File: src/reset_delay.sv
/*
  Power-on reset stretcher for the CPU.
  o_cpu_reset_n rises 2^RESET_DELAY_BITS + 1 cycles after i_arst_n releases.
  i_btn_n is assumed already synchronous to clk.
*/

`timescale 1ns/1ps

module reset_delay #(
  parameter int RESET_DELAY_BITS = 24
) (
  input  logic clk,
  input  logic i_arst_n,
  input  logic i_btn_n,       // Reset button, low when pressed
  output logic o_cpu_reset_n
);

  // One extra bit so the top bit sets after exactly 2^N cycles
  logic [RESET_DELAY_BITS:0] dly_cnt;

  always_ff @(posedge clk or negedge i_arst_n)
  begin
    if (!i_arst_n)
    begin
      dly_cnt       <= '0;
      o_cpu_reset_n <= 1'b0;
    end
    else
    begin
      if (!dly_cnt[RESET_DELAY_BITS])
        dly_cnt <= dly_cnt + 1'b1;  // Stops once the top bit is set
      // Reliable start, button can still pull reset at any time
      o_cpu_reset_n <= i_btn_n & dly_cnt[RESET_DELAY_BITS];
    end
  end

endmodule

File: config.mk
export PLATFORM = sky130hd
export DESIGN_NAME = reset_delay
export DESIGN_NICKNAME = d
export VERILOG_FILES = /design/src/reset_delay.sv
export SDC_FILE = /design/constraint.sdc
export NUM_CORES = 1
export LEC_CHECK = 0
export ABC_AREA = 1
export BUFFER_PORTS_ARGS = -buffer_cell sky130_fd_sc_hd__buf_2
export CORE_MARGIN = 5
export CORE_UTILIZATION = 45
export DETAILED_ROUTE_END_ITERATION = 12
export PLACE_DENSITY = 0.61
export SLEW_MARGIN = 20
export SYNTH_ARGS = -nofsm -noshare
export SYNTH_HDL_FRONTEND = slang
export SYNTH_SLANG_ARGS = --single-unit
File: constraint.sdc
create_clock -name clk -period 1.2 [get_ports clk]
set_input_delay 0.24 -clock clk [delete_from_list [all_inputs] [get_ports clk]]
set_output_delay 0.24 -clock clk [all_outputs]
set_load 0.01 [all_outputs]
### Word level (Yosys, flattened, before mapping)

Index checks and enable logic that the tools add are counted.

| word-level totals | value |
|---|---|
| register bits | 26 |
| input bits | 3 |
| logic and storage cells | 6 |
| output and inout bits | 1 |

| operators by class | value |
|---|---|
| bitwise operators | 1 |
| multiplexer cells | 1 |
| add/sub/neg operators | 1 |

Operator list:

| operator | number |
|---|---|
| adder 25 x 1 -> 25 bit, second input constant | 1 |
| 2-to-1 mux 25 bit | 1 |
| AND 1 bit | 1 |

### Longest topological paths before layout

| depth | value |
|---|---|
| word-level depth | 2 |
| mapped depth | 9 |
| mapped depth without buffers | 9 |

### Worst setup path before layout

No wires, ideal clock.

| timing path | value |
|---|---|
| path type | register to register |
| from | reg dly_cnt[0] |
| to | reg dly_cnt[20] |
| buffers on the path | 0 |
| period minus slack after synthesis | 1.290 ns |
| slack | -0.090 ns |
| cell stages (with the launch flop) | 7 |
| arrival time | 1.171 ns |
| setup time | 0.119 ns |
| data required time | 1.081 ns |
| cell sequence | dfrtp_1 ha_1 nand4_2 nor2_2 nand2_1 o21ai_1 nand2_1 |

| between the ends | value |
|---|---|
| cells in the longest elaborated chain, start to end | 1 |

Ends and longest elaborated chain:

| element | RTL line | text |
|---|---|---|
| start: declaration | 19 | `logic [RESET_DELAY_BITS:0] dly_cnt;` |
| start signal: assignment | 31 | `dly_cnt <= dly_cnt + 1'b1;` |
| adder 25 x 1 -> 25 bit | 31 |  |

Every way passes these cells.
A chain may end at the register's enable or synchronous reset.

### Worst setup path after layout

| timing path | value |
|---|---|
| from | reg dly_cnt[2] |
| to | reg dly_cnt[14] |

Same word-level chain as after synthesis.

==> metrics.md <==
| Metric | Value |
|---|---|
| Outcome | complete, but fails checks |
| Failing checks | negative setup slack |
| Clock Skews | 0.00208 ns |
| Antenna cells | 0 |
| Synth-to-layout area growth | 36.2% |
| Die H | 65.6 µm |
| Die width | 65.6 µm |
| Clock Latency Late Sink | 0.32 ns |
| Overflow after GRT | 0 |
| Initial antenna violation count | 0 |
| Sequential element share of the synthesized area | 0.468 |
| MaxCap Viol Count | 0 |
| Synth Register Bits | 26 |
| Largest family of logic cells by synthesized area | simple AND/OR/NAND/NOR gates |
| Synthesis Warnings | 0 |
| Clock Root Buffer | clkbuf_4 |
| Pleak | 1.01 nW |
| Layout cell share with drive strength beyond 1 | 0.333 |
| Pwr Density | 798 mW/mm² |
| Hold crit path type | in2reg |
| Setup TNS | -1.45 ns |
| First-pass GRT wire length | 5240 µm |
| Vias per cell | 5.05 |
| Starting Density | 0.463 |
| Vias in the first global route | 1195 |
| DRT iter0 DRCs | 50 |
| Synth Area in Adders | 0.00900 |
| CP endpoint kind | flip-flop |
| Final slew viol count | 0 |
| Most frequent cells after synthesis | nand2_1, inv_1, dfrtp_1, nor2_1, nand3_1 |
| H-tree levels | 1 |
| Residual DRC | 0 |
| Syn Std Cell Area | 0.00139 mm² |
| Cell taking the most area after synthesis | dfrtp_1 |
| Hold Vio Cnt, Final | 0 |
| Critical Path RT | 1.44 ns |
| GRT Util Overall | 0.158 |
| Die area | 0.00430 mm² |
| Syn Nets | 179 |
| Final worst slack | -0.134 ns |
| WL/cell | 12.4 µm |
| I/O Pins | 4 |
| Final Cycle Share | 1.11 |
| Crit Path Category | reg2reg |
| Final wirelength | 3090 µm |
| Hold slack | 0.0881 ns |
| Antenna Nets Post-Route | 0 |
| Core Area | 0.00300 mm² |
| Crit Path Max Fanout | 7 |
| First drt pass iteration count | 4 |
| WP data arrival | 1.57 ns |
| DR vias | 1258 |
| CTS tree | done |
| RePlAce Congestion | 0.885 |
| Worst slew pin tran | 0.320 ns |
| Largest net degree at the start of global routing | 16 |
| Xor/xnor share of the synthesized area | 0.0882 |
| Most used DFF post-synth | dfrtp_1 |
| Rel. slew slack | 0.787 |
| Max IR drop VDD | 0.000357 V |
| Gate Count Post-Synth | 175 |
| Fmax | 0.750 GHz |
| Number of flops mapped to enable cells by yosys | 0 |
| Total CTS buffers | 3 |
| Largest cells by area after synthesis | dfrtp_1, nand2_1, inv_1, nand3_1, nor2_1 |
| Final setup violation count | 16 |
| Clock tree buffer depth | 2 |
| Crit. Startpoint | dly_cnt[2]$_DFFE_PN0N_ |
| Clk slew on worst S/H paths | 0.14 ns |
| FILL cells | 252 |
| HPWL after DPL | 2250 µm |
| Num rows | 20 |
| Fin nets | 221 |
| Synthesized area per cell | 7.94 µm² |
| Unrepaired setup endpoints after global routing | yes |
| Number of port buffers | 3 |
| Post-synthesis simple-gate area fraction | 0.336 |
| Hold_sp | i_btn_n |
| Netlist cell types | 19 |
| Post-synth top area share | 0.468 |
| Fin crit period | 1.33 ns |
| Synth Area in Compound Gates | 0.0126 |
| Setup crit start kind | flip-flop |
| R2R Path Start | dly_cnt[2]$_DFFE_PN0N_ |
| Most numerous cell in the Yosys netlist | nand2_1 |
| Async SR Flop Fraction | 1.00 |
| Clock net sink count | 26 |
| Multiplexer share of the synthesized area | 0 |
registers in the layout, indices dropped and copies added, names as in the netlist:
register,flops
o_cpu_reset_n,1
dly_cnt,25
kinds of logic (layout without fill, tap and decap cells):
kind of cell             after synthesis  after routing
AO/OA/AOI/OAI                          3              3
XOR/XNOR                              14             14
adder cells (fa/ha/maj)                1              1
buffers and inverters                 30             71
flip-flops                            26             26
AND/OR/NAND/NOR                      101            101
where the power goes:
part           switching, mW  leakage [nW]  internal (mW)  total (mW)
sequential                 0         0.349          0.876       0.876
clock                  0.267        0.0279          0.338       0.605
combinational         0.0187         0.629         0.0109      0.0296
total                  0.285          1.01           1.23        1.51
final timing paths:
kind / to / slack (ns) / cells after the start
max in group asynchronous: dly_cnt[0]$_DFFE_PN0N_ / 0.49 / 3
setup reg to reg: dly_cnt[14]$_DFFE_PN0N_ / -0.13 / 8
hold reg to reg: dly_cnt[10]$_DFFE_PN0N_ / 0.50 / 1
min in group asynchronous: dly_cnt[6]$_DFFE_PN0N_ / 0.33 / 2
setup / recovery: dly_cnt[14]$_DFFE_PN0N_ / -0.13 / 8
hold / removal: o_cpu_reset_n$_DFF_PN0_ / 0.09 / 3
cell usage in the layout (no fill, tap or decap), types with 2 or more instances in the layout:
cell type,netlist,final
buf_2,0,3
buf_4,0,28
buf_6,1,5
clkbuf_4,0,3
dfrtp_1,26,25
inv_1,27,26
inv_2,2,3
nand2_1,47,41
nand2_2,1,5
nand2_4,0,2
nand3_1,17,16
nand4_1,9,9
nor2_1,19,11
nor2_2,2,8
nor2_4,3,5
xnor2_1,8,5
xnor2_2,0,3
xor2_1,6,6
final cells by class:
cell class,instances,area [µm²],area share
clock inverter,1,30.0,0.0159
tap,33,41.3,0.0218
sequential,26,652,0.344
multi-input combinational,119,727,0.384
inverter,29,109,0.0575
timing repair buffer,38,312,0.165
clock buffer,3,22.5,0.0119
worst max-delay path, stage by stage (launching register included):
cell,delay (ns)
dfrtp_1,0.46
buf_6,0.12
nand2_1,0.09
nor2_4,0.14
nand2_4,0.06
nor2_4,0.17
nand4_1,0.11
nand2_1,0.07
inv_1,0.03
layer usage:
layer  wire length, µm  part of all wire  GRT usage  vias up
li1                  -                 -          -      625
met1              1410              0.46      0.201      610
met2              1540              0.50      0.267       15
met3                60             0.019     0.0205        8
met4                70             0.023     0.0699        0
met5                 0                 0          0        -
per-stage QoR:
stage / power [mW] / util / instances / instance area, µm² / setup slack, ns
finish: 1.51 / 0.630 / 249 / 1890 / -0.134
global route: 1.58 / 0.630 / 249 / 1890 / -0.227
CTS: 1.54 / 0.594 / 246 / 1780 / -0.119
detailed placement: 0.921 / 0.562 / 238 / 1690 / -0.119
global placement: 0.921 / 0.562 / 238 / 1690 / -0.0949
floorplan: 0.893 / - / 175 / 1420 / -0.00894
what timing repair did:
action / in CTS / in global routing
endpoints found under the setup margin: 17 / 20
pin swaps: 5 / 19
hold endpoints to repair: 12 / 0
buffers inserted: 3 / 3
resized for setup: 5 / 22
hold buffers: 1 / 0
No activity file was read; power rests on OpenSTA's default activity.
