[src/ti_mem_pkg.sv]
/*
  Shared types and TMS9900 memory-map constants for the memory subsystem.
  All addresses are CPU word addresses, so word 01000 is byte 2000.
  Bank sizes follow the fixed machine map and are not tunable.
*/

package ti_mem_pkg;

  // ==============================
  // Bus types
  // ==============================
  typedef logic [15:0] word_t;  // CPU data word
  typedef logic [7:0]  byte_t;  // Host data byte
  typedef logic [22:0] wadr_t;  // CPU word address (ADR bus)
  typedef logic [23:0] hadr_t;  // Host byte address, bit 0 picks lane

  // Read source, also the registered select in the decoder
  typedef enum logic [2:0] {
    BANK_NONE,
    BANK_ROM,
    BANK_DSR,
    BANK_PAD,
    BANK_GROM,
    BANK_GROM_EXT,
    BANK_CART,
    BANK_RAM_EXP
  } bank_e;

  // ==============================
  // Bank word-address widths
  // ==============================
  localparam int ROM_AW  = 12;  // 8K system ROM
  localparam int DSR_AW  = 12;  // 8K DSR
  localparam int PAD_AW  = 9;   // 1K scratchpad
  localparam int GROM_AW = 14;  // 24K system GROM in a 32K block
  localparam int GEXT_AW = 14;  // 32K GROM extension
  localparam int CART_AW = 15;  // 64K cartridge
  localparam int RAMX_AW = 14;  // 32K RAM expansion

  // Decode tags, compared against upper word-address slices
  localparam logic [10:0] ROM_TAG      = 11'h000;  // ADR[22:12], word 00000
  localparam logic [10:0] RAMX_LO_TAG  = 11'h001;  // ADR[22:12], byte 2000
  localparam logic [10:0] DSR_TAG      = 11'h002;  // ADR[22:12], word 02000
  localparam logic [10:0] RAMX_MID_TAG = 11'h005;  // ADR[22:12], byte A000
  localparam logic [9:0]  RAMX_HI_TAG  = 10'h003;  // ADR[22:13], byte C000-FFFF
  localparam logic [13:0] PAD_TAG      = 14'h0020; // ADR[22:9], word 04000
  localparam logic [7:0]  GROM_TAG     = 8'h01;    // ADR[22:15], words 08000-0FFFF
  localparam logic [7:0]  CART_TAG     = 8'h04;    // ADR[22:15], words 20000-27FFF

endpackage

[src/host_bridge.sv]
/*
  Host loader bridge onto the shared memory port.
  Four-phase req/ack, one byte per transfer. Hold req, we, addr, wdata stable
  until ack. CPU always has priority; a host access waits for a cycle with
  i_oe_n and i_we_n both high and may wait forever if the CPU never idles.
*/

`timescale 1ns/1ps

module host_bridge (
  input  logic                clk,
  input  logic                i_arst_n,
  // CPU bus
  input  ti_mem_pkg::wadr_t   i_adr,
  input  logic                i_oe_n,
  input  logic                i_we_n,
  input  logic                i_lb_n,
  input  logic                i_ub_n,
  input  ti_mem_pkg::word_t   i_wdata,
  // Host request
  input  logic                i_host_req,
  input  logic                i_host_we,
  input  ti_mem_pkg::hadr_t   i_host_addr,
  input  ti_mem_pkg::byte_t   i_host_wdata,
  // Read word back from the decoder
  input  ti_mem_pkg::word_t   i_rdata,
  output logic                o_host_ack,
  output ti_mem_pkg::byte_t   o_host_rdata,
  // Shared memory port with active-high strobes
  output ti_mem_pkg::wadr_t   m_adr,
  output logic                m_we,
  output logic                m_lb,
  output logic                m_ub,
  output ti_mem_pkg::word_t   m_wdata,
  output logic                m_host
);

  typedef enum logic [1:0] {
    IDLE,
    ACCESS,
    DATA,
    ACK
  } state_e;

  state_e state;
  state_e state_nxt;
  logic   bus_idle;
  logic   grant;

  assign bus_idle = i_oe_n & i_we_n;
  assign grant    = (state == ACCESS) && bus_idle;  // Only when the CPU is quiet

  // ==============================
  // Handshake FSM
  // ==============================
  always_comb
  begin
    state_nxt = state;
    case (state)
      IDLE:    if (i_host_req) state_nxt = ACCESS;
      ACCESS:  if (bus_idle)   state_nxt = DATA;   // Access edge
      DATA:                    state_nxt = ACK;    // Read word valid now
      ACK:     if (!i_host_req) state_nxt = IDLE;
      default:                 state_nxt = IDLE;
    endcase
  end

  always_ff @(posedge clk or negedge i_arst_n)
  begin
    if (!i_arst_n)
      state <= IDLE;
    else
      state <= state_nxt;
  end

  assign o_host_ack = (state == ACK);

  // High byte is captured when bit 0 is clear (big-endian)
  always_ff @(posedge clk or negedge i_arst_n)
  begin
    if (!i_arst_n)
      o_host_rdata <= '0;
    else if (state == DATA)
      o_host_rdata <= i_host_addr[0] ? i_rdata[7:0] : i_rdata[15:8];
  end

  // ==============================
  // Port mux
  // ==============================
  assign m_host  = grant;
  assign m_adr   = grant ? i_host_addr[23:1] : i_adr;
  assign m_we    = grant ? i_host_we : ~i_we_n;
  assign m_ub    = grant ? ~i_host_addr[0] : ~i_ub_n;
  assign m_lb    = grant ? i_host_addr[0] : ~i_lb_n;
  assign m_wdata = grant ? {i_host_wdata, i_host_wdata} : i_wdata;  // Byte on both lanes

endmodule

[config.mk]
export PLATFORM = sky130hd
export DESIGN_NAME = host_bridge
export DESIGN_NICKNAME = d
export VERILOG_FILES = /design/src/ti_mem_pkg.sv /design/src/host_bridge.sv
export SDC_FILE = /design/constraint.sdc
export NUM_CORES = 1
export LEC_CHECK = 0
export ABC_AREA = 1
export BUFFER_PORTS_ARGS = -buffer_cell sky130_fd_sc_hd__buf_2
export CAP_MARGIN = 20
export CORE_MARGIN = 5
export CORE_UTILIZATION = 31
export CTS_CLUSTER_DIAMETER = 30
export DETAILED_ROUTE_END_ITERATION = 7
export PLACE_DENSITY = 0.79
export SLEW_MARGIN = 20
export SYNTH_ARGS = -nofsm -noshare
export SYNTH_HDL_FRONTEND = slang
export SYNTH_SLANG_ARGS = --single-unit
export TNS_END_PERCENT = 20
[constraint.sdc]
create_clock -name clk -period 1.5 [get_ports clk]
set_input_delay 0.15 -clock clk [delete_from_list [all_inputs] [get_ports clk]]
set_output_delay 0.15 -clock clk [all_outputs]
set_load 0.01 [all_outputs]
# ---- After elaboration in Yosys (flattened, before gate mapping)
# Index checks and enable logic that the tools add are counted.
dict set report word_totals {
  mem_count 0
  latch_bits 0
  out_inout_bits 52
  regBits 10
  mem_bits_rw 0
  rom_bits 0
}
dict set report classes {
  n_shift 0
  bitwise 5
  magnitude_cmp 0
  n_mux 10
  mul 0
  n_reduce_logical 3
  add_sub_neg 0
  eq_ne 6
  n_div 0
}
# cell n
set op_table {}
lappend op_table {{2-to-1 mux 23 bit} 1}
lappend op_table {{2-to-1 mux 16 bit} 1}
lappend op_table {{2-to-1 mux 8 bit} 1}
lappend op_table {{one-hot mux 2 bit (4 select lines)} 1}
lappend op_table {{2-to-1 mux 2 bit} 3}
lappend op_table {{inequality test 2 bit (second input constant)} 3}
lappend op_table {{== test 2 bit (second input constant)} 2}
lappend op_table {{inverter 1 bit} 4}
lappend op_table {{2-to-1 mux 1 bit} 3}
lappend op_table {{AND reduction 3 bit} 1}
lappend op_table {{== test 2 x 1 -> 1 bit (second input constant)} 1}
lappend op_table {{logical NOT 2 bit} 1}
lappend op_table {{bitwise AND 1 bit} 1}
lappend op_table {{logical AND 1 bit} 1}

# ---- Longest topological paths before layout
dict set report depth {
  word_depth 3
  mapped_depth 9
}

# ---- Worst setup path after synthesis
# OpenSTA, ideal clock, no wires.
dict set report synth_timing {
  path_kind {flip-flop to output port}
  start {reg state[1]}
  end {out m_lb}
  stages_incl_launch_ff 8
  path_slack_ps 77
  arrival_ps 1273
  required_ps 1350
  path_buffers 2
  path_cell_list {dfrtp_1 > inv_1 > ha_1 > nand3_2 > buf_6 > clkinv_2 > buf_8 > o21ai_0}
}
dict set report synth_via {
  elab_chain_cells 3
}
# element line
set synth_lines {}
lappend synth_lines {{start, declared} host_bridge.sv:45} ;# state_e state;
lappend synth_lines {{start signal, assigned} host_bridge.sv:73} ;# state <= state_nxt;
lappend synth_lines {{== test 2 x 1 -> 1 bit} host_bridge.sv:51} ;# assign grant = (state == ACCESS) && bus_idle;
lappend synth_lines {{logical AND 1 bit} host_bridge.sv:51}
lappend synth_lines {{2-to-1 mux 1 bit} host_bridge.sv:94} ;# assign m_lb = grant ? i_host_addr[0] : ~i_lb_n;
lappend synth_lines {{end, declared} host_bridge.sv:32} ;# output logic m_lb,
# Every way passes these cells.

# ---- Worst setup path in the final report
dict set report layout_timing {
  start {reg state[1]}
  end {out m_adr[7]}
}
dict set report layout_via {
  elab_chain_cells 3
}
# element line
set layout_lines {}
lappend layout_lines {{== test 2 x 1 -> 1 bit} host_bridge.sv:51}
lappend layout_lines {{logical AND 1 bit} host_bridge.sv:51}
lappend layout_lines {{2-to-1 mux 23 bit} host_bridge.sv:91} ;# assign m_adr = grant ? i_host_addr[23:1] : i_adr;
lappend layout_lines {{end, declared} host_bridge.sv:30} ;# output ti_mem_pkg::wadr_t m_adr,
# Every way passes these cells.

==> Implementation_results.wiki <==
{| class="wikitable"
! Metric !! Value
|-
| Netlist cell types || 17
|-
| Global route total overflow || 0
|-
| Cell with the largest stage delay on the worst path || dfrtp_1
|-
| Synth-to-Final Area Change || 106%
|-
| Outcome || complete, but fails checks
|-
| RSZ-0062 raised after global routing || true
|-
| Post-synthesis cell count || 193
|-
| Maximum buffer depth of the clock tree || 2
|-
| Highest attainable clock frequency || 592 MHz
|-
| Kind of end point of the critical path || output pin
|-
| Commonest cells after routing, fill and taps aside || buf_2 (143), nand2_1 (73), nand2_2 (33)
|-
| Endpoints failing hold || 0
|-
| DP Wirelength || 3810 um
|-
| Failing checks || setup timing
|-
| Number of clock sinks seen by CTS || 10
|-
| Total placed cells including tap cells || 383
|-
| Crit path time final || 1.69 ns
|-
| Leakage power total || 1.39 nW
|-
| Antenna Diode Count || 0
|-
| Portion of the post-synthesis area used by sequential elements || 22.9%
|-
| Standard cell area after detailed placement || 1890 um^2
|-
| Die boundary width || 69.4 um
|-
| Total standard cell area after synthesis || 1090 um^2
|-
| Top cell type's share of synthesized area || 33.6%
|-
| Initial antenna violation count || 0
|-
| Finished Cell Area || 2250 um^2
|-
| I/O pin total || 147
|-
| First-pass DRT Iterations || 4
|-
| Hold Path Depth || 3
|-
| Warnings from Yosys || 0
|-
| Height of the die || 69.4 um
|-
| Worst clock skew || 0.00777 ns
|-
| Post-route setup slack || -0.190 ns
|-
| Vias in the first global route || 1,661
|-
| Source-to-sink clock delay at the later pin of the worst-skew pair || 0.27 ns
|-
| Root cell of the clock tree || clkbuf_4
|-
| Post-synth net total || 292
|-
| Total number of nets in the final design || 454
|-
| Count of final max-slew check failures || 0
|-
| Number of port buffers || 146
|-
| Core Footprint || 3390 um^2
|-
| Classification of the worst setup path || reg -> out
|-
| Die outline area || 4820 um^2
|-
| GRT Overall Usage || 19.7%
|-
| # H-tree levels || 1
|-
| Vias per cell || 4.65
|-
| Worst path max stage delay || 0.38 ns
|-
| Total length of routed wires || 5440 um
|-
| Headroom to the max-slew limit || 84.5%
|-
| Hold slack || 0.157 ns
|-
| Slew at the pin with the worst max-slew slack || 0.231 ns
|-
| Worst hold path class || in -> reg
|-
| Clock tree from TritonCTS || done
|-
| Worst r2r path cells || 7
|-
| Setup TNS Final || -5.01 ns
|-
| Required time of the worst setup path || 1.35 ns
|-
| Wire length of the first global-routing pass || 7910 um
|-
| Average instance area after synthesis || 5.67 um^2
|-
| Critical-path maximum fanout || 6
|-
| Starting density of the core || 32.3%
|-
| Crit path cell chain || inv_2 -> ha_4 -> nand3_4 -> clkinv_4 -> buf_6 -> clkbuf_16 -> nand2_2 -> nand2_1 -> buf_2
|-
| Pin count of the biggest net entering global routing || 23
|-
| MaxCap Viol Count || 0
|-
| Final cycle utilization of the critical path || 113%
|-
| Library cell with the largest summed area after synthesis || nand2_1
|-
| Final cell count without fillers || 399
|-
| Top cells by area, synth || nand2_1 (34%), dfrtp_1 (23%), o21ai_0 (16%), nand2_2 (5.7%), ha_1 (4.6%)
|-
| Remaining antenna violation count after routing || 0
|-
| Detailed-route via count || 1,854
|-
| Iteration-0 DRC count of the detailed router || 74
|-
| Worst Path Arrival || 1.54 ns
|-
| Number of remaining DRC errors || 0
|-
| Power density relative to cell area || 1060 nW/um^2
|-
| Core Rows || 21
|-
| Routed len/inst || 13.6 um
|-
| Reg clk slew, reported paths || 0.06 ns
|-
| Share of the core filled with cells || 66.4%
|-
| Proportion of layout cells with a drive suffix above 1 || 60.3%
|-
| Most common library cell in the layout ignoring fill and taps || buf_2
|-
| Number of register bits inferred by synthesis || 10
|-
| Number of clock buffers inserted by TritonCTS || 3
|-
| Placer congestion estimate || 0.916
|-
| Startpoint Class || flop
|-
| Maximum resistive drop on vdd || 601 uV
|-
| Number of setup violations in the final report || 43
|}
layer usage:
| layer | up-vias | wire [um] | track usage, % |
|---|---|---|---|
| met1 | 820 | 1820 | 21.9 |
| met5 | - | 0 | 0 |
| met3 | 12 | 518 | 4.49 |
| met4 | 0 | 90 | 3.90 |
| met2 | 99 | 3010 | 37.6 |
| li1 | 923 | - | - |
flip-flops by register name, indices dropped and copies added (netlist names):
name and cells:
state 2, o_host_rdata 8
what timing repair did:
action	in CTS	in global routing
endpoints found under the setup margin	43	45
pin swaps	1	1
hold buffers	1	0
gates resized for setup	45	24
cloned	4	1
setup buffers	8	1
endpoints found under the hold margin	10	0
cell families after synthesis:
kind of cell               count (synthesis)  synth area share [%]
DFF                                       10                  22.9
buffers and inverters                     26                  13.1
adders and majority gates                  4                  4.57
and+or+nand+nor                          119                  43.9
AOI/OAI and AO/OA                         34                  15.5
worst max-delay path: cells and delay by family (launching register included):
kind	cells	cell delay, ns
adders and majority gates	1	0.14
buffers and inverters	5	0.56
and+or+nand+nor	3	0.19
DFF	1	0.38
power by group:
group	switching [W]	total (W)	internal [W]	leakage, nW
logic	0.000896	0.00172	0.000822	1.26
clock network	0.0000875	0.000180	0.0000925	0.0138
registers	0.0000754	0.000486	0.000410	0.122
Yosys cell counts (all sizes together):
library cell,instances
o21ai,34
nand3,3
dfrtp,10
inv,13
clkbuf,1
nor2,8
ha,4
buf,9
clkinv,3
nand2,108
path summary, 6_finish.rpt:
check	from	to	slack [ns]
hold / removal	i_rdata[1]	o_host_rdata[1]	0.16
max in group asynchronous	i_arst_n	o_host_rdata[6]	1.01
setup reg to reg	state[0]	o_host_rdata[0]	0.07
hold reg to reg	o_host_rdata[2]	o_host_rdata[2]	0.49
min in group asynchronous	i_arst_n	o_host_rdata[7]	0.29
setup / recovery	state[1]	m_adr[7]	-0.19
final cells by class:
type / count / area (um^2)
well taps: 46 / 57.6
clock buffers: 3 / 22.5
multi-input cells: 157 / 808
fillers: 300 / 1140
inverters: 16 / 66.3
repair buffers: 167 / 1050
flip-flops and latches: 10 / 250
stage by stage:
| stage | worst slack [ns] | total power (W) |
|---|---|---|
| 3_5_place_dp | 0.0840 | 0.00184 |
| 3_3_place_gp | 0.123 | 0.00181 |
| 4_1_cts | -0.168 | 0.00231 |
| 2_1_floorplan | 0.0768 | 0.00124 |
| 6_report | -0.190 | 0.00238 |
| 5_1_grt | -0.281 | 0.00257 |
Power figures use the tool's default switching activity.
