--- src/ti_mem_pkg.sv ---
/*
  Shared types and TMS9900 memory-map constants for the memory subsystem.
  All addresses are CPU word addresses, so word 01000 is byte 2000.
  Bank sizes follow the fixed machine map and are not tunable.
*/

package ti_mem_pkg;

  // ==============================
  // Bus types
  // ==============================
  typedef logic [15:0] word_t;  // CPU data word
  typedef logic [7:0]  byte_t;  // Host data byte
  typedef logic [22:0] wadr_t;  // CPU word address (ADR bus)
  typedef logic [23:0] hadr_t;  // Host byte address, bit 0 picks lane

  // Read source, also the registered select in the decoder
  typedef enum logic [2:0] {
    BANK_NONE,
    BANK_ROM,
    BANK_DSR,
    BANK_PAD,
    BANK_GROM,
    BANK_GROM_EXT,
    BANK_CART,
    BANK_RAM_EXP
  } bank_e;

  // ==============================
  // Bank word-address widths
  // ==============================
  localparam int ROM_AW  = 12;  // 8K system ROM
  localparam int DSR_AW  = 12;  // 8K DSR
  localparam int PAD_AW  = 9;   // 1K scratchpad
  localparam int GROM_AW = 14;  // 24K system GROM in a 32K block
  localparam int GEXT_AW = 14;  // 32K GROM extension
  localparam int CART_AW = 15;  // 64K cartridge
  localparam int RAMX_AW = 14;  // 32K RAM expansion

  // Decode tags, compared against upper word-address slices
  localparam logic [10:0] ROM_TAG      = 11'h000;  // ADR[22:12], word 00000
  localparam logic [10:0] RAMX_LO_TAG  = 11'h001;  // ADR[22:12], byte 2000
  localparam logic [10:0] DSR_TAG      = 11'h002;  // ADR[22:12], word 02000
  localparam logic [10:0] RAMX_MID_TAG = 11'h005;  // ADR[22:12], byte A000
  localparam logic [9:0]  RAMX_HI_TAG  = 10'h003;  // ADR[22:13], byte C000-FFFF
  localparam logic [13:0] PAD_TAG      = 14'h0020; // ADR[22:9], word 04000
  localparam logic [7:0]  GROM_TAG     = 8'h01;    // ADR[22:15], words 08000-0FFFF
  localparam logic [7:0]  CART_TAG     = 8'h04;    // ADR[22:15], words 20000-27FFF

endpackage

--- src/mem_decode.sv ---
/*
  Word-address decode of the TI-99/4A map onto the seven on-chip banks.
  Reads always run; o_rdata belongs to the address of the previous cycle.
  ROM and system GROM accept writes only from the host port.
*/

`timescale 1ns/1ps

module mem_decode (
  input  logic                                clk,
  input  logic                                i_arst_n,
  // Shared port
  input  ti_mem_pkg::wadr_t                   m_adr,
  input  logic                                m_we,
  input  logic                                m_lb,
  input  logic                                m_ub,
  input  logic                                m_host,
  // Bank addresses and lane write enables
  output logic [ti_mem_pkg::ROM_AW-1:0]       o_rom_addr,
  output logic                                o_rom_we_hi, o_rom_we_lo,
  output logic [ti_mem_pkg::DSR_AW-1:0]       o_dsr_addr,
  output logic                                o_dsr_we_hi, o_dsr_we_lo,
  output logic [ti_mem_pkg::PAD_AW-1:0]       o_pad_addr,
  output logic                                o_pad_we_hi, o_pad_we_lo,
  output logic [ti_mem_pkg::GROM_AW-1:0]      o_grom_addr,
  output logic                                o_grom_we_hi, o_grom_we_lo,
  output logic [ti_mem_pkg::GEXT_AW-1:0]      o_gext_addr,
  output logic                                o_gext_we_hi, o_gext_we_lo,
  output logic [ti_mem_pkg::CART_AW-1:0]      o_cart_addr,
  output logic                                o_cart_we_hi, o_cart_we_lo,
  output logic [ti_mem_pkg::RAMX_AW-1:0]      o_ramx_addr,
  output logic                                o_ramx_we_hi, o_ramx_we_lo,
  // Bank read words
  input  ti_mem_pkg::word_t                   i_rom_rdata,
  input  ti_mem_pkg::word_t                   i_dsr_rdata,
  input  ti_mem_pkg::word_t                   i_pad_rdata,
  input  ti_mem_pkg::word_t                   i_grom_rdata,
  input  ti_mem_pkg::word_t                   i_gext_rdata,
  input  ti_mem_pkg::word_t                   i_cart_rdata,
  input  ti_mem_pkg::word_t                   i_ramx_rdata,
  output ti_mem_pkg::word_t                   o_rdata
);

  import ti_mem_pkg::*;

  bank_e sel;
  bank_e sel_q;     // Bank that the RAMs are answering for
  logic  gext_win;  // GROM windows 3..6 go to the extension
  logic  ramx_hit;
  logic  wr_hi;
  logic  wr_lo;

  // ==============================
  // Map decode
  // ==============================
  assign gext_win = (m_adr[14:12] >= 3'd3) && (m_adr[14:12] <= 3'd6);
  assign ramx_hit = (m_adr[22:12] == RAMX_LO_TAG) || (m_adr[22:12] == RAMX_MID_TAG)
                 || (m_adr[22:13] == RAMX_HI_TAG);

  always_comb
  begin
    sel = BANK_NONE;  // Unmapped reads as zero
    if (m_adr[22:12] == ROM_TAG)       sel = BANK_ROM;
    else if (m_adr[22:12] == DSR_TAG)  sel = BANK_DSR;
    else if (m_adr[22:9] == PAD_TAG)   sel = BANK_PAD;
    else if (m_adr[22:15] == GROM_TAG) sel = gext_win ? BANK_GROM_EXT : BANK_GROM;
    else if (m_adr[22:15] == CART_TAG) sel = BANK_CART;
    else if (ramx_hit)                 sel = BANK_RAM_EXP;
  end

  assign wr_hi = m_we & m_ub;
  assign wr_lo = m_we & m_lb;

  // Loader-only banks need m_host
  assign o_rom_we_hi  = (sel == BANK_ROM) & wr_hi & m_host;
  assign o_rom_we_lo  = (sel == BANK_ROM) & wr_lo & m_host;
  assign o_grom_we_hi = (sel == BANK_GROM) & wr_hi & m_host;
  assign o_grom_we_lo = (sel == BANK_GROM) & wr_lo & m_host;
  assign o_dsr_we_hi  = (sel == BANK_DSR) & wr_hi;
  assign o_dsr_we_lo  = (sel == BANK_DSR) & wr_lo;
  assign o_pad_we_hi  = (sel == BANK_PAD) & wr_hi;
  assign o_pad_we_lo  = (sel == BANK_PAD) & wr_lo;
  assign o_gext_we_hi = (sel == BANK_GROM_EXT) & wr_hi;
  assign o_gext_we_lo = (sel == BANK_GROM_EXT) & wr_lo;
  assign o_cart_we_hi = (sel == BANK_CART) & wr_hi;
  assign o_cart_we_lo = (sel == BANK_CART) & wr_lo;
  assign o_ramx_we_hi = (sel == BANK_RAM_EXP) & wr_hi;
  assign o_ramx_we_lo = (sel == BANK_RAM_EXP) & wr_lo;

  // Bank addresses, plain low slices
  assign o_rom_addr  = m_adr[ROM_AW-1:0];
  assign o_dsr_addr  = m_adr[DSR_AW-1:0];
  assign o_pad_addr  = m_adr[PAD_AW-1:0];
  assign o_grom_addr = m_adr[GROM_AW-1:0];
  assign o_gext_addr = m_adr[GEXT_AW-1:0];  // Windows 3..6 stay distinct in [13:12]
  assign o_cart_addr = m_adr[CART_AW-1:0];
  // 2000 window folds to the bottom 8K, A000 and C000 keep [13:12]
  assign o_ramx_addr = {(m_adr[14:12] == 3'b001) ? 2'b00 : m_adr[13:12], m_adr[11:0]};

  // ==============================
  // Registered read select
  // ==============================
  always_ff @(posedge clk or negedge i_arst_n)
  begin
    if (!i_arst_n)
      sel_q <= BANK_NONE;
    else
      sel_q <= sel;  // Lines up with the one-cycle RAM read
  end

  always_comb
  begin
    case (sel_q)
      BANK_ROM:      o_rdata = i_rom_rdata;
      BANK_DSR:      o_rdata = i_dsr_rdata;
      BANK_PAD:      o_rdata = i_pad_rdata;
      BANK_GROM:     o_rdata = i_grom_rdata;
      BANK_GROM_EXT: o_rdata = i_gext_rdata;
      BANK_CART:     o_rdata = i_cart_rdata;
      BANK_RAM_EXP:  o_rdata = i_ramx_rdata;
      default:       o_rdata = '0;
    endcase
  end

endmodule

--- config.mk ---
export PLATFORM = sky130hd
export DESIGN_NAME = mem_decode
export DESIGN_NICKNAME = d
export VERILOG_FILES = /design/src/ti_mem_pkg.sv /design/src/mem_decode.sv
export SDC_FILE = /design/constraint.sdc
export NUM_CORES = 1
export LEC_CHECK = 0
export ABC_AREA = 1
export BUFFER_PORTS_ARGS = -buffer_cell sky130_fd_sc_hd__buf_2
export CORE_AREA = 2 2 100 102
export DETAILED_ROUTE_END_ITERATION = 12
export DIE_AREA = 0 0 102 104
export HOLD_SLACK_MARGIN = 0.05
export SLEW_MARGIN = 25
export SYNTH_ARGS = -nofsm -noshare
export SYNTH_HDL_FRONTEND = slang
export SYNTH_SLANG_ARGS = --single-unit
--- constraint.sdc ---
create_clock -name clk -period 3.2 [get_ports clk]
set_input_delay 0.16 -clock clk [delete_from_list [all_inputs] [get_ports clk]]
set_output_delay 0.16 -clock clk [all_outputs]
set_load 0.01 [all_outputs]
* Word level (Yosys, flattened, before mapping)
Cells that the tools add are included.
Storage, ports and cells: flip-flop bits (word level) 3, bits of input ports 141, logic and storage cells 58
Operators by class: order comparisons 2, bitwise operators 20, multiplexer cells 9, reduce and logical (&&, ||, !) cells 4, equality and inequality tests 22
Operator list (number):
- 16-bit one-hot mux with 7 select lines | 1
- 3-bit == test (second input constant) | 8
- 1-bit bitwise AND | 20
- 3-bit 2-to-1 mux | 6
- 14-bit by 6-bit == test with 1-bit output (second input constant) | 1
- 3-bit by 2-bit == test with 1-bit output (second input constant) | 4
- 11-bit by 1-bit == test with 1-bit output (second input constant) | 1
- 11-bit by 2-bit == test with 1-bit output (second input constant) | 1
- 11-bit by 3-bit == test with 1-bit output (second input constant) | 1
- 11-bit zero test | 1
- 10-bit by 2-bit == test with 1-bit output (second input constant) | 1
- 3-bit by 1-bit == test with 1-bit output (second input constant) | 3
- 8-bit by 1-bit == test with 1-bit output (second input constant) | 1
- 8-bit by 3-bit == test with 1-bit output (second input constant) | 1
- 3-bit by 2-bit greater-or-equal comparator with 1-bit output (second input constant) | 1
- 3-bit <= comparator (second input constant) | 1
- 1-bit logical OR | 2
- 2-bit 2-to-1 mux | 1
- 1-bit logical AND | 1
- 1-bit 2-to-1 mux | 1

* Logic depth before layout (Yosys ltp)
word-level depth 12, gate-level depth with buffers 9, mapped depth without buffers 9

* Worst setup path before layout
OpenSTA, ideal clock, no wires.
kind flip-flop to output port, start point register sel_q[2], end point output o_rdata[3], stages on the path, launching flop included 9, required time 3040 ps, setup slack 1896 ps, arrival time 1144 ps, path through dfrtp_1 inv_2 nand3_4 inv_2 buf_6 nand2_2 o21ai_2 a21oi_2 nand4_1
Between the ends: longest elaborated chain between the ends 2, elaborated cells on any way between the ends 8, classes of those cells eq/ne (7); mux (1)
Ends and longest elaborated chain:
- start, declared | line mem_decode.sv:47 | bank_e sel_q;
- start signal, assigned | line mem_decode.sv:108 | sel_q <= sel;
- 3-bit == test, or another cell as far along | line mem_decode.sv:113 | case (sel_q)
- 16-bit one-hot mux with 7 select lines * | line mem_decode.sv:113
- end, declared | line mem_decode.sv:41 | output ti_mem_pkg::word_t o_rdata
Every way passes the cells marked *; elsewhere a longest branch is shown, timed or not.

* Worst setup path after layout
start point register sel_q[1], end point output o_rdata[10]
Same word-level chain as after synthesis.

==> impl_metrics.ini <==
[run_status]
status = finished, final reports clean

[worst_setup_path]
cp_data_arrival_time_ns = 2.13
end_kind = primary output
startpoint = sel_q[1]
cp-start-kind = flop
critPathKind = flop to primary output
crit_required_ns = 3.04
crit_end = o_rdata[10]
worstPathMaxFanout = 16

[synthesis]
synth_area_um2 = 1920
netlist_instances = 325
synth_area_leaders = buf_4 35%, nand2_1 14%, nand4_1 6.8%, a22oi_1 6.6%, nor2_1 5.9%
yosysTopAreaCell = buf_4
syn_area_per_cell_um2 = 5.92
synth_fp_nets = 466
synth_top_area_share_pct = 34.7
synth.distinct_cells = 26
yosysWarningCount = 0
ys_ff_latch = 3
yosysSeqAreaShare_pct = 3.90

[timing]
setup_tns_ns = 0
worst_slew_margin_rel_pct = 45.8
tightest_slew_ns = 0.810
whs_ns = 0.291
min_period_over_period_pct = 71.4
drv_slew = 0
setup_viol = 0
post-route-min-period_ns = 2.29
fmax_mhz = 437
final_hold_viol_count = 0
rsz0062_at_grt = false

[clock_tree]
path_clk_slew_ns = 0.03
cts_sinks = 3
clock_path_buffers = 2
cts_inserted_buffers = 3
cts_tree = done
h-tree-depth = 1
root_buffer = clkbuf_8

[power_and_ir_drop]
leakagePower_nw = 1.37
powerDensity_nw_per_um2 = 126
max-vdd-ir-drop_v = 0.0000754

[place]
hpwl_um = 5600
io_buffers = 188
place_area_um2 = 2280
gp_congestion = 0.793

[drt]
drt-total-wl_um = 6910
vias = 2345
detail_route.vias_per_cell = 4.23
drt_iter0_drc = 74
dr.pass1.iters = 4
wire_per_inst_um = 12.5
ant_nets = 0
drc_errors = 0

[final_layout]
largest-register = sel_q
areaGrowthSynthToFinish_pct = 21.7
largest_reg_flops = 3
final_cell_mix = 188 x buf_2, 71 x nand2_1, 30 x nor2_1
drive_gt1_share_pct = 50.6
fillerInstances = 1077
stdcell_area_um2 = 2340
layout_commonest_cell = buf_2
reg.largest.list = sel_q x3
nets = 563

[global_route]
grt_pass1_vias = 2190
grt_pass1_wl_um = 9860
antenna_found_initial = 1
grt_usage_pct = 11.7
grt_overflow = 0
grt_max_degree = 17

[flow_run]
drv_cap = 0

[die]
dieWidth_um = 102
row_count = 36
core-area_um2 = 9550
start_util_pct = 20.2
dieArea_um2 = 10600
die_h_um = 104
ios = 261

[min_path]
min_path_type = input port to async pin
## final cells by class
type / instances / area [um2] / share of cell area, %
Clock buffer: 4 / 45.0 / 1.92
Timing Repair Buffer: 189 / 951 / 40.6
Multi-Input combinational cell: 188 / 957 / 40.9
Inverter: 37 / 144 / 6.15
Antenna cell: 1 / 2.50 / 0.107
Tap cell: 133 / 166 / 7.11
Sequential cell: 3 / 75.1 / 3.21
## stage by stage
| stage | util [%] | cells | total power (W) | setup WS, ns |
|---|---|---|---|---|
| 6_report | 24.5 | 555 | 0.000295 | 0.914 |
| 2_1_floorplan | - | 325 | 0.000179 | 1.90 |
| 4_1_cts | 24.5 | 554 | 0.000299 | 0.880 |
| 3_3_place_gp | 23.9 | 549 | 0.000182 | 1.22 |
| 3_5_place_dp | 23.9 | 549 | 0.000184 | 1.11 |
| 5_1_grt | 24.5 | 554 | 0.000315 | 0.776 |
## synth_stat cells (all sizes together)
| master | instances |
|---|---|
| nand2 | 76 |
| buf | 95 |
| dfrtp | 3 |
| o21a | 1 |
| a21oi | 13 |
| nand3 | 15 |
| nor4 | 1 |
| o21ai | 7 |
| nor3 | 4 |
| clkbuf | 2 |
| inv | 37 |
| a22oi | 17 |
| nor2 | 30 |
| nand4 | 21 |
| o22ai | 3 |
## timing repair
action                                 4_1_cts  5_1_grt
setup endpoints to repair                    0        0
hold buffers                                 1        0
gates resized for setup                      0        0
endpoints found under the hold margin        3        0
buffers inserted                             0        0
## critical path: stages (launching register included)
cell and delay [ns]:
dfrtp_1 0.67, inv_6 0.07, nor3_4 0.68, nand2_1 0.12, nand3_1 0.11, nor2_1 0.04, nand3_1 0.06, buf_2 0.14
## cell families (layout without fill, tap and decap cells)
logic type / count (synthesis) / in the layout / synth area share (%)
simple gates: 147 / 147 / 35.6
buf+inv: 134 / 230 / 46.4
compound gates: 41 / 41 / 14.2
flops: 3 / 3 / 3.90
other cells: 0 / 1 / 0
## how the worst min path moves through the flow
stage,from,endpoint,slack (ns)
6_report,i_arst_n,sel_q[2],0.29
5_1_grt,i_arst_n,sel_q[2],0.30
4_1_cts,i_arst_n,sel_q[2],0.28
3_5_place_dp,i_arst_n,sel_q[2],-0.04
3_3_place_gp,i_arst_n,sel_q[2],-0.04
2_1_floorplan,i_arst_n,sel_q[0],-0.14
## per-layer routing
layer | global-route usage [%] | vias up | routed length [um]
met5 | 0 | - | 0
met4 | 2.67 | 0 | 60
met3 | 2.62 | 2 | 755
met2 | 23.8 | 179 | 3480
met1 | 11.4 | 1000 | 2620
li1 | - | 1164 | -
## power by group
part	internal [W]	switching, W	total [W]
Sequential	0.0000384	0.000000684	0.0000391
Clock	0.0000849	0.0000244	0.000109
Combinational	0.0000784	0.0000679	0.000146
(Power assumes the default switching activity.)
